File: src/rtl/ts_monitor_defines.svh
`ifndef TS_MONITOR_DEFINES_SVH
`define TS_MONITOR_DEFINES_SVH

// ====================
// transport packet framing.
// ====================

`define TS_PACKET_BYTES 188
`define TS_SYNC_BYTE 8'h47

// ====================
// buffer and table sizing.
// ====================

`define TS_WORD_BYTES 4
`define TS_PACKET_WORDS 47 // TS_PACKET_BYTES / TS_WORD_BYTES.
`define PID_TABLE_DEPTH 4

`endif

File: src/rtl/ts_monitor_pkg.sv
`default_nettype none

package ts_monitor_pkg;

	`include "ts_monitor_defines.svh"

	// first word of a packet, byte 0 in the low lane.
	// the header bytes are big endian on the wire, so with byte 0 at the bottom
	// the PID falls into two pieces: pid_hi from byte 1 and pid_lo from byte 2.
	typedef union packed {
		logic [`TS_WORD_BYTES-1:0][7:0] bytes;
		struct packed {
			logic [1:0] scrambling; // byte 3.
			logic [1:0] adaptation;
			logic [3:0] continuity;
			logic [7:0] pid_lo;     // byte 2.
			logic       error;      // byte 1.
			logic       start;
			logic       prio;
			logic [4:0] pid_hi;
			logic [7:0] sync;       // byte 0.
		} hdr;
	} ts_header_u;

endpackage

`default_nettype wire

File: src/rtl/ts_byte_if.sv
`timescale 1ns/1ps
`default_nettype none

// framed stream bytes, one per byte_valid strobe.
interface ts_byte_if;

	logic       byte_valid;
	logic [7:0] data;
	logic [7:0] index; // position in the packet, 0 to 187.
	logic       start; // high with index 0.
	logic       last;  // high with index 187.

	modport source (
		output byte_valid,
		output data,
		output index,
		output start,
		output last
	);

	modport sink (
		input byte_valid,
		input data,
		input index,
		input start,
		input last
	);

endinterface

`default_nettype wire

File: src/rtl/ts_framer.sv
`timescale 1ns/1ps
`default_nettype none

`include "ts_monitor_defines.svh"

module ts_framer (
	input  wire logic       clk,
	input  wire logic       rst_n,
	input  wire logic [7:0] ts_data,
	input  wire logic       ts_valid,
	input  wire logic       ts_sync,
	ts_byte_if.source       byte_out
);

	localparam logic [7:0] LAST_INDEX = 8'(`TS_PACKET_BYTES - 1);

	logic       in_packet;
	logic [7:0] byte_cnt; // index the next accepted byte will get.
	logic       is_start;

	// a sync byte restarts the count even in the middle of a packet.
	assign is_start = ts_valid && ts_sync && (ts_data == `TS_SYNC_BYTE);

	// ====================
	// control.
	// ====================

	always_ff @(posedge clk) begin
		if (!rst_n) begin
			in_packet           <= 1'b0;
			byte_cnt            <= '0;
			byte_out.byte_valid <= 1'b0;
			byte_out.start      <= 1'b0;
			byte_out.last       <= 1'b0;
		end else begin
			byte_out.byte_valid <= 1'b0;
			byte_out.start      <= 1'b0;
			byte_out.last       <= 1'b0;
			if (is_start) begin
				in_packet           <= 1'b1;
				byte_cnt            <= 8'd1;
				byte_out.byte_valid <= 1'b1;
				byte_out.start      <= 1'b1;
			end else if (ts_valid && in_packet) begin
				byte_out.byte_valid <= 1'b1;
				byte_out.last       <= (byte_cnt == LAST_INDEX);
				if (byte_cnt == LAST_INDEX) begin
					in_packet <= 1'b0; // wait for the next sync.
				end else begin
					byte_cnt <= byte_cnt + 8'd1;
				end
			end
		end
	end

	// ====================
	// payload.
	// ====================

	always_ff @(posedge clk) begin
		if (ts_valid) begin
			byte_out.data  <= ts_data;
			byte_out.index <= is_start ? 8'd0 : byte_cnt;
		end
	end

endmodule

`default_nettype wire

File: src/rtl/pid_classifier.sv
`timescale 1ns/1ps
`default_nettype none

`include "ts_monitor_defines.svh"

module pid_classifier (
	input  wire logic        clk,
	input  wire logic        rst_n,
	ts_byte_if.sink          byte_in,
	input  wire logic        match_enable,
	input  wire logic        cfg_write,
	input  wire logic [1:0]  cfg_index,
	input  wire logic [31:0] cfg_data,
	output logic      [31:0] cfg_rdata,
	output logic             pid_hit,
	output logic             header_done
);

	import ts_monitor_pkg::*;

	logic [12:0] pid_tab [`PID_TABLE_DEPTH];
	logic        pid_en  [`PID_TABLE_DEPTH];

	ts_header_u hdr;
	ts_header_u hdr_next;
	logic       hdr_wr;
	logic [12:0] cur_pid;
	logic [`PID_TABLE_DEPTH-1:0] hit_vec;

	// ====================
	// PID table.
	// ====================

	always_ff @(posedge clk) begin
		if (!rst_n) begin
			for (int i = 0; i < `PID_TABLE_DEPTH; i++) begin
				pid_tab[i] <= '0;
				pid_en[i]  <= 1'b0;
			end
		end else if (cfg_write && (32'(cfg_index) < `PID_TABLE_DEPTH)) begin
			pid_tab[cfg_index] <= cfg_data[12:0];
			pid_en[cfg_index]  <= cfg_data[16];
		end
	end

	// same layout as the write data.
	always_comb begin
		cfg_rdata = '0;
		if (32'(cfg_index) < `PID_TABLE_DEPTH) begin
			cfg_rdata[12:0] = pid_tab[cfg_index];
			cfg_rdata[16]   = pid_en[cfg_index];
		end
	end

	// ====================
	// header decode.
	// ====================

	assign hdr_wr = byte_in.byte_valid && (byte_in.index < 8'(`TS_WORD_BYTES));

	// merge the byte on the bus so byte 2 can be judged in its own cycle.
	always_comb begin
		hdr_next = hdr;
		if (hdr_wr) begin
			hdr_next.bytes[byte_in.index[1:0]] = byte_in.data;
		end
	end

	always_ff @(posedge clk) begin
		if (hdr_wr) begin
			hdr <= hdr_next;
		end
	end

	assign cur_pid   = {hdr_next.hdr.pid_hi, hdr_next.hdr.pid_lo};

	always_comb begin
		for (int i = 0; i < `PID_TABLE_DEPTH; i++) begin
			hit_vec[i] = pid_en[i] && (pid_tab[i] == cur_pid);
		end
	end

	always_ff @(posedge clk) begin
		if (!rst_n) begin
			pid_hit     <= 1'b0;
			header_done <= 1'b0;
		end else begin
			header_done <= 1'b0;
			if (byte_in.byte_valid) begin
				if (byte_in.start) begin
					pid_hit <= 1'b0; // undecided until byte 2.
				end else if (byte_in.index == 8'd2) begin
					pid_hit     <= match_enable && (|hit_vec);
					header_done <= 1'b1;
				end
			end
		end
	end

endmodule

`default_nettype wire

File: src/rtl/packet_buffer.sv
`timescale 1ns/1ps
`default_nettype none

`include "ts_monitor_defines.svh"

module packet_buffer (
	input  wire logic                 clk,
	input  wire logic                 rst_n,
	ts_byte_if.sink                   byte_in,
	input  wire logic                 freeze,
	input  wire logic [5:0]           rd_addr,
	output ts_monitor_pkg::ts_header_u rd_data,
	output logic                      packet_done
);

	import ts_monitor_pkg::*;

	ts_header_u mem [`TS_PACKET_WORDS];

	logic [7:0] wr_word;
	logic [7:0] wr_lane;

	// byte i goes to word i/4, lane i%4.
	assign wr_word = 8'(byte_in.index / `TS_WORD_BYTES);
	assign wr_lane = 8'(byte_in.index % `TS_WORD_BYTES);

	// ====================
	// storage.
	// ====================

	always_ff @(posedge clk) begin
		if (byte_in.byte_valid && !freeze) begin
			mem[wr_word[5:0]].bytes[wr_lane[1:0]] <= byte_in.data;
		end
	end

	always_ff @(posedge clk) begin
		rd_data <= mem[rd_addr]; // one word per cycle, registered.
	end

	// ====================
	// completion.
	// ====================

	always_ff @(posedge clk) begin
		if (!rst_n) begin
			packet_done <= 1'b0;
		end else begin
			packet_done <= byte_in.byte_valid && byte_in.last;
		end
	end

endmodule

`default_nettype wire

File: src/rtl/capture_control.sv
`timescale 1ns/1ps
`default_nettype none

`include "ts_monitor_defines.svh"

module capture_control (
	input  wire logic                      clk,
	input  wire logic                      rst_n,
	input  wire logic                      dump_request,
	input  wire logic                      pid_hit,
	input  wire logic                      header_done,
	input  wire logic                      packet_done,
	input  wire ts_monitor_pkg::ts_header_u rd_data,
	output logic                           freeze,
	output logic [5:0]                     rd_addr,
	output logic [31:0]                    matched_count,
	output logic                           out_valid,
	output logic [5:0]                     out_index,
	output logic [31:0]                    out_data,
	output logic                           dump_done
);

	localparam logic [1:0] S_IDLE  = 2'd0;
	localparam logic [1:0] S_ARMED = 2'd1;
	localparam logic [1:0] S_DUMP  = 2'd2;

	localparam logic [5:0] LAST_WORD = 6'(`TS_PACKET_WORDS - 1);

	logic [1:0] state;
	logic       hdr_seen;  // header of the current packet has been decided.
	logic       rd_active; // read sweep still issuing addresses.
	logic       capture;

	assign capture  = (state == S_ARMED) && packet_done && pid_hit && hdr_seen;
	assign freeze   = (state == S_DUMP);
	assign out_data = rd_data.bytes; // read data lines up with out_valid.

	// ====================
	// matched-packet counter.
	// ====================

	always_ff @(posedge clk) begin
		if (!rst_n) begin
			matched_count <= '0;
			hdr_seen      <= 1'b0;
		end else begin
			if (packet_done && pid_hit) begin
				matched_count <= matched_count + 32'd1;
			end
			if (header_done) begin
				hdr_seen <= 1'b1;
			end else if (packet_done) begin
				hdr_seen <= 1'b0;
			end
		end
	end

	// ====================
	// capture FSM.
	// ====================

	always_ff @(posedge clk) begin
		if (!rst_n) begin
			state     <= S_IDLE;
			rd_addr   <= '0;
			rd_active <= 1'b0;
			out_valid <= 1'b0;
			out_index <= '0;
			dump_done <= 1'b0;
		end else begin
			dump_done <= 1'b0;
			out_valid <= rd_active;
			out_index <= rd_addr;
			case (state)
				S_IDLE: begin
					if (dump_request) begin
						state <= S_ARMED;
					end
				end
				S_ARMED: begin
					if (capture) begin
						state     <= S_DUMP;
						rd_addr   <= '0;
						rd_active <= 1'b1;
					end
				end
				S_DUMP: begin
					if (rd_active) begin
						if (rd_addr == LAST_WORD) begin
							rd_active <= 1'b0;
						end else begin
							rd_addr <= rd_addr + 6'd1;
						end
					end
					if (out_valid && (out_index == LAST_WORD)) begin
						dump_done <= 1'b1;
						state     <= S_IDLE; // buffer is released here.
					end
				end
				default: begin
					state <= S_IDLE;
				end
			endcase
		end
	end

endmodule

`default_nettype wire

File: src/rtl/ts_monitor.sv
`timescale 1ns/1ps
`default_nettype none

module ts_monitor (
	input  wire logic        clk,
	input  wire logic        rst_n,
	input  wire logic [7:0]  ts_data,
	input  wire logic        ts_valid,
	input  wire logic        ts_sync,
	input  wire logic        match_enable,
	input  wire logic        cfg_write,
	input  wire logic [1:0]  cfg_index,
	input  wire logic [31:0] cfg_data,
	output logic      [31:0] cfg_rdata,
	input  wire logic        dump_request,
	output logic      [31:0] matched_count,
	output logic             out_valid,
	output logic      [5:0]  out_index,
	output logic      [31:0] out_data,
	output logic             dump_done
);

	import ts_monitor_pkg::*;

	ts_byte_if ts_bytes ();

	logic       pid_hit;
	logic       header_done;
	logic       packet_done;
	logic       freeze;
	logic [5:0] rd_addr;
	ts_header_u rd_data;

	ts_framer u_framer (
		.clk      (clk),
		.rst_n    (rst_n),
		.ts_data  (ts_data),
		.ts_valid (ts_valid),
		.ts_sync  (ts_sync),
		.byte_out (ts_bytes.source)
	);

	pid_classifier u_classifier (
		.clk          (clk),
		.rst_n        (rst_n),
		.byte_in      (ts_bytes.sink),
		.match_enable (match_enable),
		.cfg_write    (cfg_write),
		.cfg_index    (cfg_index),
		.cfg_data     (cfg_data),
		.cfg_rdata    (cfg_rdata),
		.pid_hit      (pid_hit),
		.header_done  (header_done)
	);

	packet_buffer u_buffer (
		.clk         (clk),
		.rst_n       (rst_n),
		.byte_in     (ts_bytes.sink),
		.freeze      (freeze),
		.rd_addr     (rd_addr),
		.rd_data     (rd_data),
		.packet_done (packet_done)
	);

	capture_control u_capture (
		.clk           (clk),
		.rst_n         (rst_n),
		.dump_request  (dump_request),
		.pid_hit       (pid_hit),
		.header_done   (header_done),
		.packet_done   (packet_done),
		.rd_data       (rd_data),
		.freeze        (freeze),
		.rd_addr       (rd_addr),
		.matched_count (matched_count),
		.out_valid     (out_valid),
		.out_index     (out_index),
		.out_data      (out_data),
		.dump_done     (dump_done)
	);

endmodule

`default_nettype wire

File: config.mk
export PLATFORM = sky130hd
export DESIGN_NAME = ts_monitor
export DESIGN_NICKNAME = d
export VERILOG_FILES = /design/src/rtl/ts_monitor_pkg.sv /design/src/rtl/ts_byte_if.sv /design/src/rtl/ts_framer.sv /design/src/rtl/pid_classifier.sv /design/src/rtl/packet_buffer.sv /design/src/rtl/capture_control.sv /design/src/rtl/ts_monitor.sv
export VERILOG_INCLUDE_DIRS = /design/src /design/src/rtl
export SDC_FILE = /design/constraint.sdc
export NUM_CORES = 2
export LEC_CHECK = 0
export BUFFER_PORTS_ARGS = -buffer_cell sky130_fd_sc_hd__buf_2
export CORE_MARGIN = 2
export CORE_UTILIZATION = 47
export CTS_BUF_LIST = sky130_fd_sc_hd__clkbuf_8
export CTS_CLUSTER_SIZE = 25
export DETAILED_ROUTE_END_ITERATION = 8
export SYNTH_ARGS = -nofsm -noshare
export SYNTH_HDL_FRONTEND = slang
export SYNTH_SLANG_ARGS = --single-unit
File: constraint.sdc
create_clock -name clk -period 6.19 [get_ports clk]
set_input_delay 0.9285 -clock clk [delete_from_list [all_inputs] [get_ports clk]]
set_output_delay 0.9285 -clock clk [all_outputs]
set_load 0.02 [all_outputs]
; Yosys cells after proc, flatten, opt, wreduce, memory -nomap -nowiden
; Memory sizes are Yosys's and may differ from the RTL's. A register that Yosys moved wholly into a read port is not among the register bits.
; Index checks and enable logic that the tools add are counted.
[op_classes]
magnitude_cmp = 3
reduce_logical = 38
addsub = 3
bitwise_logic = 4
n_mux = 43
n_eq_ne = 17
[op_table]
columns = op, n
row1 = == test 13 bit, 4
row2 = "adder 32 x 1 -> 32 bit, second input constant", 1
row3 = bitwise mux 32 bit, 1
row4 = two-way mux 32 bit, 1
row5 = two-way mux 1 bit, 26
row6 = two-way mux 24 bit, 1
row7 = two-way mux 6 bit, 3
row8 = logical AND 1 bit, 17
row9 = demux 8 bit (select 2 bit), 1
row10 = two-way mux 13 bit, 1
row11 = OR reduction 13 bit, 1
row12 = "== test 6 bit, second input constant", 2
row13 = case mux 6 bit (2 select lines), 1
row14 = AND reduction 2 bit, 6
row15 = two-way mux 2 bit, 5
row16 = nonzero test 2 bit, 5
row17 = "adder 8 x 1 -> 8 bit, second input constant", 1
row18 = "== test 8 x 2 -> 1 bit, second input constant", 1
row19 = "== test 8 x 7 -> 1 bit, second input constant", 1
row20 = "== test 8 bit, second input constant", 1
row21 = "less-than comparator 8 x 3 -> 1 bit, second input constant", 1
row22 = two-way mux 8 bit, 1
row23 = "inequality test 2 x 1 -> 1 bit, second input constant", 4
row24 = "adder 6 x 1 -> 6 bit, second input constant", 1
row25 = 16 further kinds, 21
[word_totals]
in_bits = 49
mem_bits_rw = 1560
mem_count = 3
register_bits = 113
output_inout_bits = 104
wordCells = 131
[mem_list]
columns = memory, depth, width, read_ports, rd_ports_with_merged_regs, wr, line
row1 = u_buffer.mem, 47, 32, 1, 1, 1, packet_buffer.sv:18  ; ts_header_u mem [`TS_PACKET_WORDS];
row2 = u_classifier.pid_tab, 4, 13, 5, 0, 4, pid_classifier.sv:21  ; logic [12:0] pid_tab [`PID_TABLE_DEPTH];
row3 = u_classifier.pid_en, 4, 1, 5, 0, 4, pid_classifier.sv:22  ; logic pid_en [`PID_TABLE_DEPTH];

; Logic depth before layout (Yosys ltp)
[logic_depth]
ltp_word = 12
mapped_depth = 15

; Cells and area by module
; From an unflattened synthesis, not the netlist that was laid out.
[hier_totals]
cells_unflattened = 3760
area_unflattened_um2 = 67508.5
[by_module_without_submodules]
columns = module, area_each_um2, instances, seq_area_each_um2, cells_each
row1 = packet_buffer, 59557.1, 1, 45823.9, 3009
row2 = pid_classifier, 4330.4, 1, 2082.0, 378
row3 = capture_control, 2481.1, 1, 1001.0, 285
row4 = ts_framer, 1139.8, 1, 720.7, 88

; Least setup slack after synthesis
; OpenSTA, ideal clock, no wires.
[synth_path]
path_type = flip-flop to flip-flop
startpoint = reg u_framer.byte_out.data[4]
endpoint = reg u_classifier.pid_hit
t_arrival_ps = 4339
n_path_buf = 0
slack_ps = 1792
t_required_ps = 6131
synth_period_minus_slack_ps = 4398
stages_incl_launch_ff = 7
path_cell_list = edfxtp_1 > mux2i_1 > xnor2_1 > or4_1 > or4_1 > o2111ai_1 > a31o_1
[synth_between]
elab_chain_cells = 8
elab_cells_between_ends = 14
[synth_lines]
columns = element, line
row1 = start: declaration, ts_byte_if.sv:15  ; output data,
row2 = start signal: assignment, ts_framer.sv:62  ; byte_out.data <= ts_data;
row3 = bitwise mux 32 bit (*), pid_classifier.sv:65  ; hdr_next.bytes[byte_in.index[1:0]] = byte_in.data;
row4 = two-way mux 24 bit (*), pid_classifier.sv:64  ; if (hdr_wr) begin
row5 = == test 13 bit, pid_classifier.sv:79  ; hit_vec[i] = pid_en[i] && (pid_tab[i] == cur_pid);
row6 = logical AND 1 bit, pid_classifier.sv:79
row7 = OR reduction 4 bit (*), pid_classifier.sv:93  ; pid_hit <= match_enable && (|hit_vec);
row8 = logical AND 1 bit (*), pid_classifier.sv:93
row9 = two-way mux 1 bit (*), pid_classifier.sv:92  ; end else if (byte_in.index == 8'd2) begin
row10 = two-way mux 1 bit (*), pid_classifier.sv:90  ; if (byte_in.start) begin
row11 = end signal: assignment, pid_classifier.sv:93
row12 = end: declaration, pid_classifier.sv:15  ; output logic pid_hit,
; Mark *: on every way between the ends. The rest lies on a longest branch, timed or not. The select of a mux whose other input is x is not followed.
; A chain may end at the register's enable or synchronous reset.

; Worst setup path in the final report
[layout_path]
startpoint = reg u_framer.byte_out.index[4]
endpoint = reg u_classifier.pid_hit
[layout_between]
elab_chain_cells = 9
elab_cells_between_ends = 18
[layout_lines]
columns = element, line
row1 = start: declaration, ts_byte_if.sv:16  ; output index,
row2 = start signal: assignment, ts_framer.sv:63  ; byte_out.index <= is_start ? 8'd0 : byte_cnt;
row3 = less-than comparator 8 x 3 -> 1 bit, pid_classifier.sv:59  ; assign hdr_wr = byte_in.byte_valid && (byte_in.index < 8'(`TS_WORD_BYTES));
row4 = logical AND 1 bit, pid_classifier.sv:59
row5 = two-way mux 24 bit, pid_classifier.sv:64
row6 = == test 13 bit, pid_classifier.sv:79
row7 = logical AND 1 bit, pid_classifier.sv:79
row8 = OR reduction 4 bit, pid_classifier.sv:93
row9 = logical AND 1 bit, pid_classifier.sv:93
row10 = two-way mux 1 bit, pid_classifier.sv:92
row11 = two-way mux 1 bit, pid_classifier.sv:90
; Several ways; a longest one is shown, not always the timed one. The select of a mux whose other input is x is not followed.

==> implementation parameters <==
Parameter                              Value

Run status
  Outcome    finished, final reports clean

Die
  Cell row count    137
  Chip Width    380 um
  Overall die area    0.144 sq mm
  Boundary pin count    153
  Overall die height    380 um
  Effective utilization at floorplan    47.4%
  Area of the placeable core    0.140 sq mm

STA
  Hold violation total from the final report    0
  Post-route setup TNS    0 ps
  Final cycle utilization of the critical path    64.8%
  Slew margin rel.    13.0%
  Minimum clock period after layout    4010 ps
  RSZ-0062 raised after global routing    no
  Finish-stage setup viols    0
  Max Clock Skew    62.1 ps
  Worst slew pin tran    1310 ps
  Fin. max-slew vios    0
  Highest clock rate    249 MHz

Synthesis
  Top-area cell type share of the netlist area    71.9%
  Most used DFF post-synth    sky130_fd_sc_hd__edfxtp_1
  Post-synthesis sequential area ratio    74.9%
  Cell with the most instances after synthesis    sky130_fd_sc_hd__edfxtp_1
  Fraction of the mapped netlist area in adder cells    0.0755%
  Mapped Avg Cell Area    20.0 sq um
  Post-synth ARST share    0%
  Fraction of the mapped netlist area in simple logic gates    4.47%
  Post-synthesis mux area share    16.8%
  Number of synthesized flops with an enable pin    1,586
  Synthesized-area fraction occupied by ao, oa, aoi and oai cells    1.58%
  Biggest area contributors in the synthesized netlist    sky130_fd_sc_hd__edfxtp_1 72%, sky130_fd_sc_hd__mux4_2 15%, sky130_fd_sc_hd__dfxtp_1 3.0%, sky130_fd_sc_hd__nor2_1 1.2%, sky130_fd_sc_hd__mux2i_1 1.2%
  Cell taking the most area after synthesis    sky130_fd_sc_hd__edfxtp_1
  Most used standard cells in the synthesized netlist    1,586 x sky130_fd_sc_hd__edfxtp_1, 455 x sky130_fd_sc_hd__mux4_2, 220 x sky130_fd_sc_hd__nor2_1
  XOR/XNOR share of the synthesized area    0.793%
  Area of the mapped netlist    0.0663 sq mm
  Synth warnings    0
  Synth Instances    3,319
  Largest family of logic cells by synthesized area    multiplexers
  Number of library cell types mapped by synthesis    67
  Number of register bits inferred by synthesis    1,686

Clocking
  Hold_buf cts    0
  Post-CTS resize count    0
  Clock sinks    1,686
  TritonCTS clock tree    done
  Number of buffers inserted during clock tree synthesis    292
  Root buffer cell    sky130_fd_sc_hd__clkbuf_8
  Buffer count from post-CTS setup fixing    0
  Clock edge transition at the registers on the reported setup and hold paths    60 ps
  Clock latency reported for the late side of the worst-skew pair    950 ps
  Maximum clock insertion buffer count    4
  H-tree depth reported by CTS    5

Min path
  Launch instance of the worst min-delay path    ts_data[0]
  Worst Hold Endpoint    u_framer.byte_out.data[0]$_DFFE_PP_
  Hold path depth    1
  Min-Delay Path Class    input pin to flip-flop

Global route
  Via count of the first global-routing pass    34,200
  Global-route wire length before repair    236,000 um
  GRT Total Usage    22.6%
  Leftover overflow at the end of global routing    0
  Maximum number of pins on one net before global-route repair    196
  Antenna violations before repair    11

Detailed routing
  Avg Vias per Cell    5.85
  Post-Route WL    164,000 um
  Via count    33,200
  1st-iter DRT viols    3,437
  Remaining DRCs    0
  Post-detailed-route wirelength per cell    28.8 um
  Routed Antenna Nets    0
  First drt pass iteration count    6

Placed design
  Post-detailed-placement half-perimeter wirelength    96,300 um
  Cell area after placement    0.0690 sq mm
  Input/output buffers    116
  Gp weighted congestion    0.885
  Post-Place Cells    5,174

Critical path
  Worst Path Class, Setup    flip-flop to flip-flop
  FF-to-FF End    u_classifier.pid_hit$_SDFFE_PN0P_
  Critical Path End Type    flip-flop
  Series of cell instances along the critical path    or4b_1, nor3_2, mux2i_1, a222oi_1, nand4_1, or4_1, o2111ai_1, a31o_1
  Data arrival time of the critical path    4890 ps
  Critical Path Start    u_framer.byte_out.index[4]$_SDFFCE_PP0P_
  Crit-path max FO    12
  Length in cells of the worst reg-to-reg path    8
  Critical path launch point type    flip-flop
  Maximum single-stage delay on the critical path    790 ps
  Launch instance of the worst register-to-register path    u_framer.byte_out.index[4]$_SDFFCE_PP0P_
  Required time worst endpoint    7070 ps
  Internal reg-to-reg setup slack    2180 ps
  Worst-path cell with the longest stage delay    sky130_fd_sc_hd__or4b_1

Final layout
  Final core utilization    53.2%
  Final nets    3,645
  Cell Count, Final, Fillers Out    5,680
  Growth of design area from synthesis to finish    12.1%
  Fraction of final layout cells with drive strength greater than 1    25.9%
  Post-route cell area    0.0743 sq mm

Power and ir drop
  Static Leak    0.0230 uW
  Ratio of total power to cell area    302 mW/mm^2
  Peak supply drop    0.183 mV

Run
  Max Cap Violations    0
-- layout by cell type, fill, tap and decap left out, drive strengths merged, types with 5 or more instances in the layout --
cell type | netlist | final
edfxtp | 1586 | 1586
buf | 66 | 156
nor4 | 7 | 7
xor2 | 17 | 17
and2 | 79 | 79
mux2i | 82 | 82
o31ai | 5 | 5
a211oi | 10 | 10
nand2b | 11 | 11
or3 | 8 | 8
conb | 1 | 18
nand4 | 12 | 12
o22ai | 11 | 11
nor3b | 10 | 10
dfxtp | 100 | 100
nand2 | 166 | 166
clkinv | 0 | 59
and3 | 29 | 29
mux4 | 455 | 455
o21ai | 82 | 82
bufinv | 0 | 6
nor2b | 26 | 26
inv | 40 | 152
a21oi | 17 | 17
clkbuf | 128 | 323
a21boi | 7 | 7
xnor2 | 43 | 43
nor3 | 15 | 15
nor2 | 220 | 220
nand3 | 27 | 27
-- flip-flops by register name, summed over array words and instances, names as in the netlist, 2 cells and up --
signal and cells:
u_buffer.mem 1504, u_classifier.pid_tab 52, u_buffer.rd_data 32, u_capture.matched_count 32, u_classifier.hdr 13, u_framer.byte_cnt 8, u_framer.byte_out.data 8, u_framer.byte_out.index 8
u_capture.out_index 6, u_capture.rd_addr 6, u_classifier.pid_en 4, u_capture.state 2
-- routing by layer --
layer,track usage [%],up-vias,part of all wire [%]
li1,-,14000,-
met1,31.1,17600,42
met2,35.6,1351,48
met3,5.22,297,7.1
met4,7.95,20,2.9
met5,0,-,0.078
-- through the flow --
stage / setup slack, ps / total power, uW / hold WS (ps)
after CTS: 2280 / 22700 / 67.6
after detailed placement: 2290 / 13300 / 434
after global placement: 2310 / 13300 / 423
after floorplan: 1790 / 13100 / 410
final: 2180 / 22500 / 189
after global routing: 1970 / 23100 / 115
-- worst max-delay path, delay by kind of cell, from the launching register on --
family / cells / cell delay [ps]
flops: 1 / 530
mux: 1 / 410
simple gates: 4 / 2180
compound gates: 3 / 820
-- power by group --
part	internal [uW]	total (uW)	leakage [uW]	switching [uW]
Sequential	12600	12600	0.0151	48.6
Combinational	80.4	467	0.00477	386
Clock	5010	9340	0.00314	4340
Total	17700	22500	0.0230	4770
-- kinds of logic (layout without fill, tap and decap cells) --
kind of cell             count (synthesis)  after routing
flip-flops                            1686           1686
AND/OR/NAND/NOR                        626            626
multiplexers                           540            540
buffers and inverters                  234            700
AO/OA/AOI/OAI                          168            168
XOR/XNOR                                60             60
adder cells (fa/ha/maj)                  4              4
other                                    1             20
-- how the worst max path moves through the flow --
stage,slack (ps),to,cells after the start
finish,2180,u_classifier.pid_hit$_SDFFE_PN0P_,8
global route,1970,u_classifier.pid_hit$_SDFFE_PN0P_,8
CTS,2280,u_classifier.pid_hit$_SDFFE_PN0P_,8
detailed placement,2290,u_classifier.pid_hit$_SDFFE_PN0P_,8
global placement,2310,u_classifier.pid_hit$_SDFFE_PN0P_,8
floorplan,1790,u_classifier.pid_hit$_SDFFE_PN0P_,6
-- layout make-up --
class	count	area, sq um
fillers	10900	65400
flip-flops and latches	1686	49600
multi-input cells	1416	15800
clock buffers	323	4450
well taps	1876	2350
repair buffers	156	1060
clock inverters	181	881
inverters	40	150
diodes	2	5.00
Power figures use the tool's default switching activity.
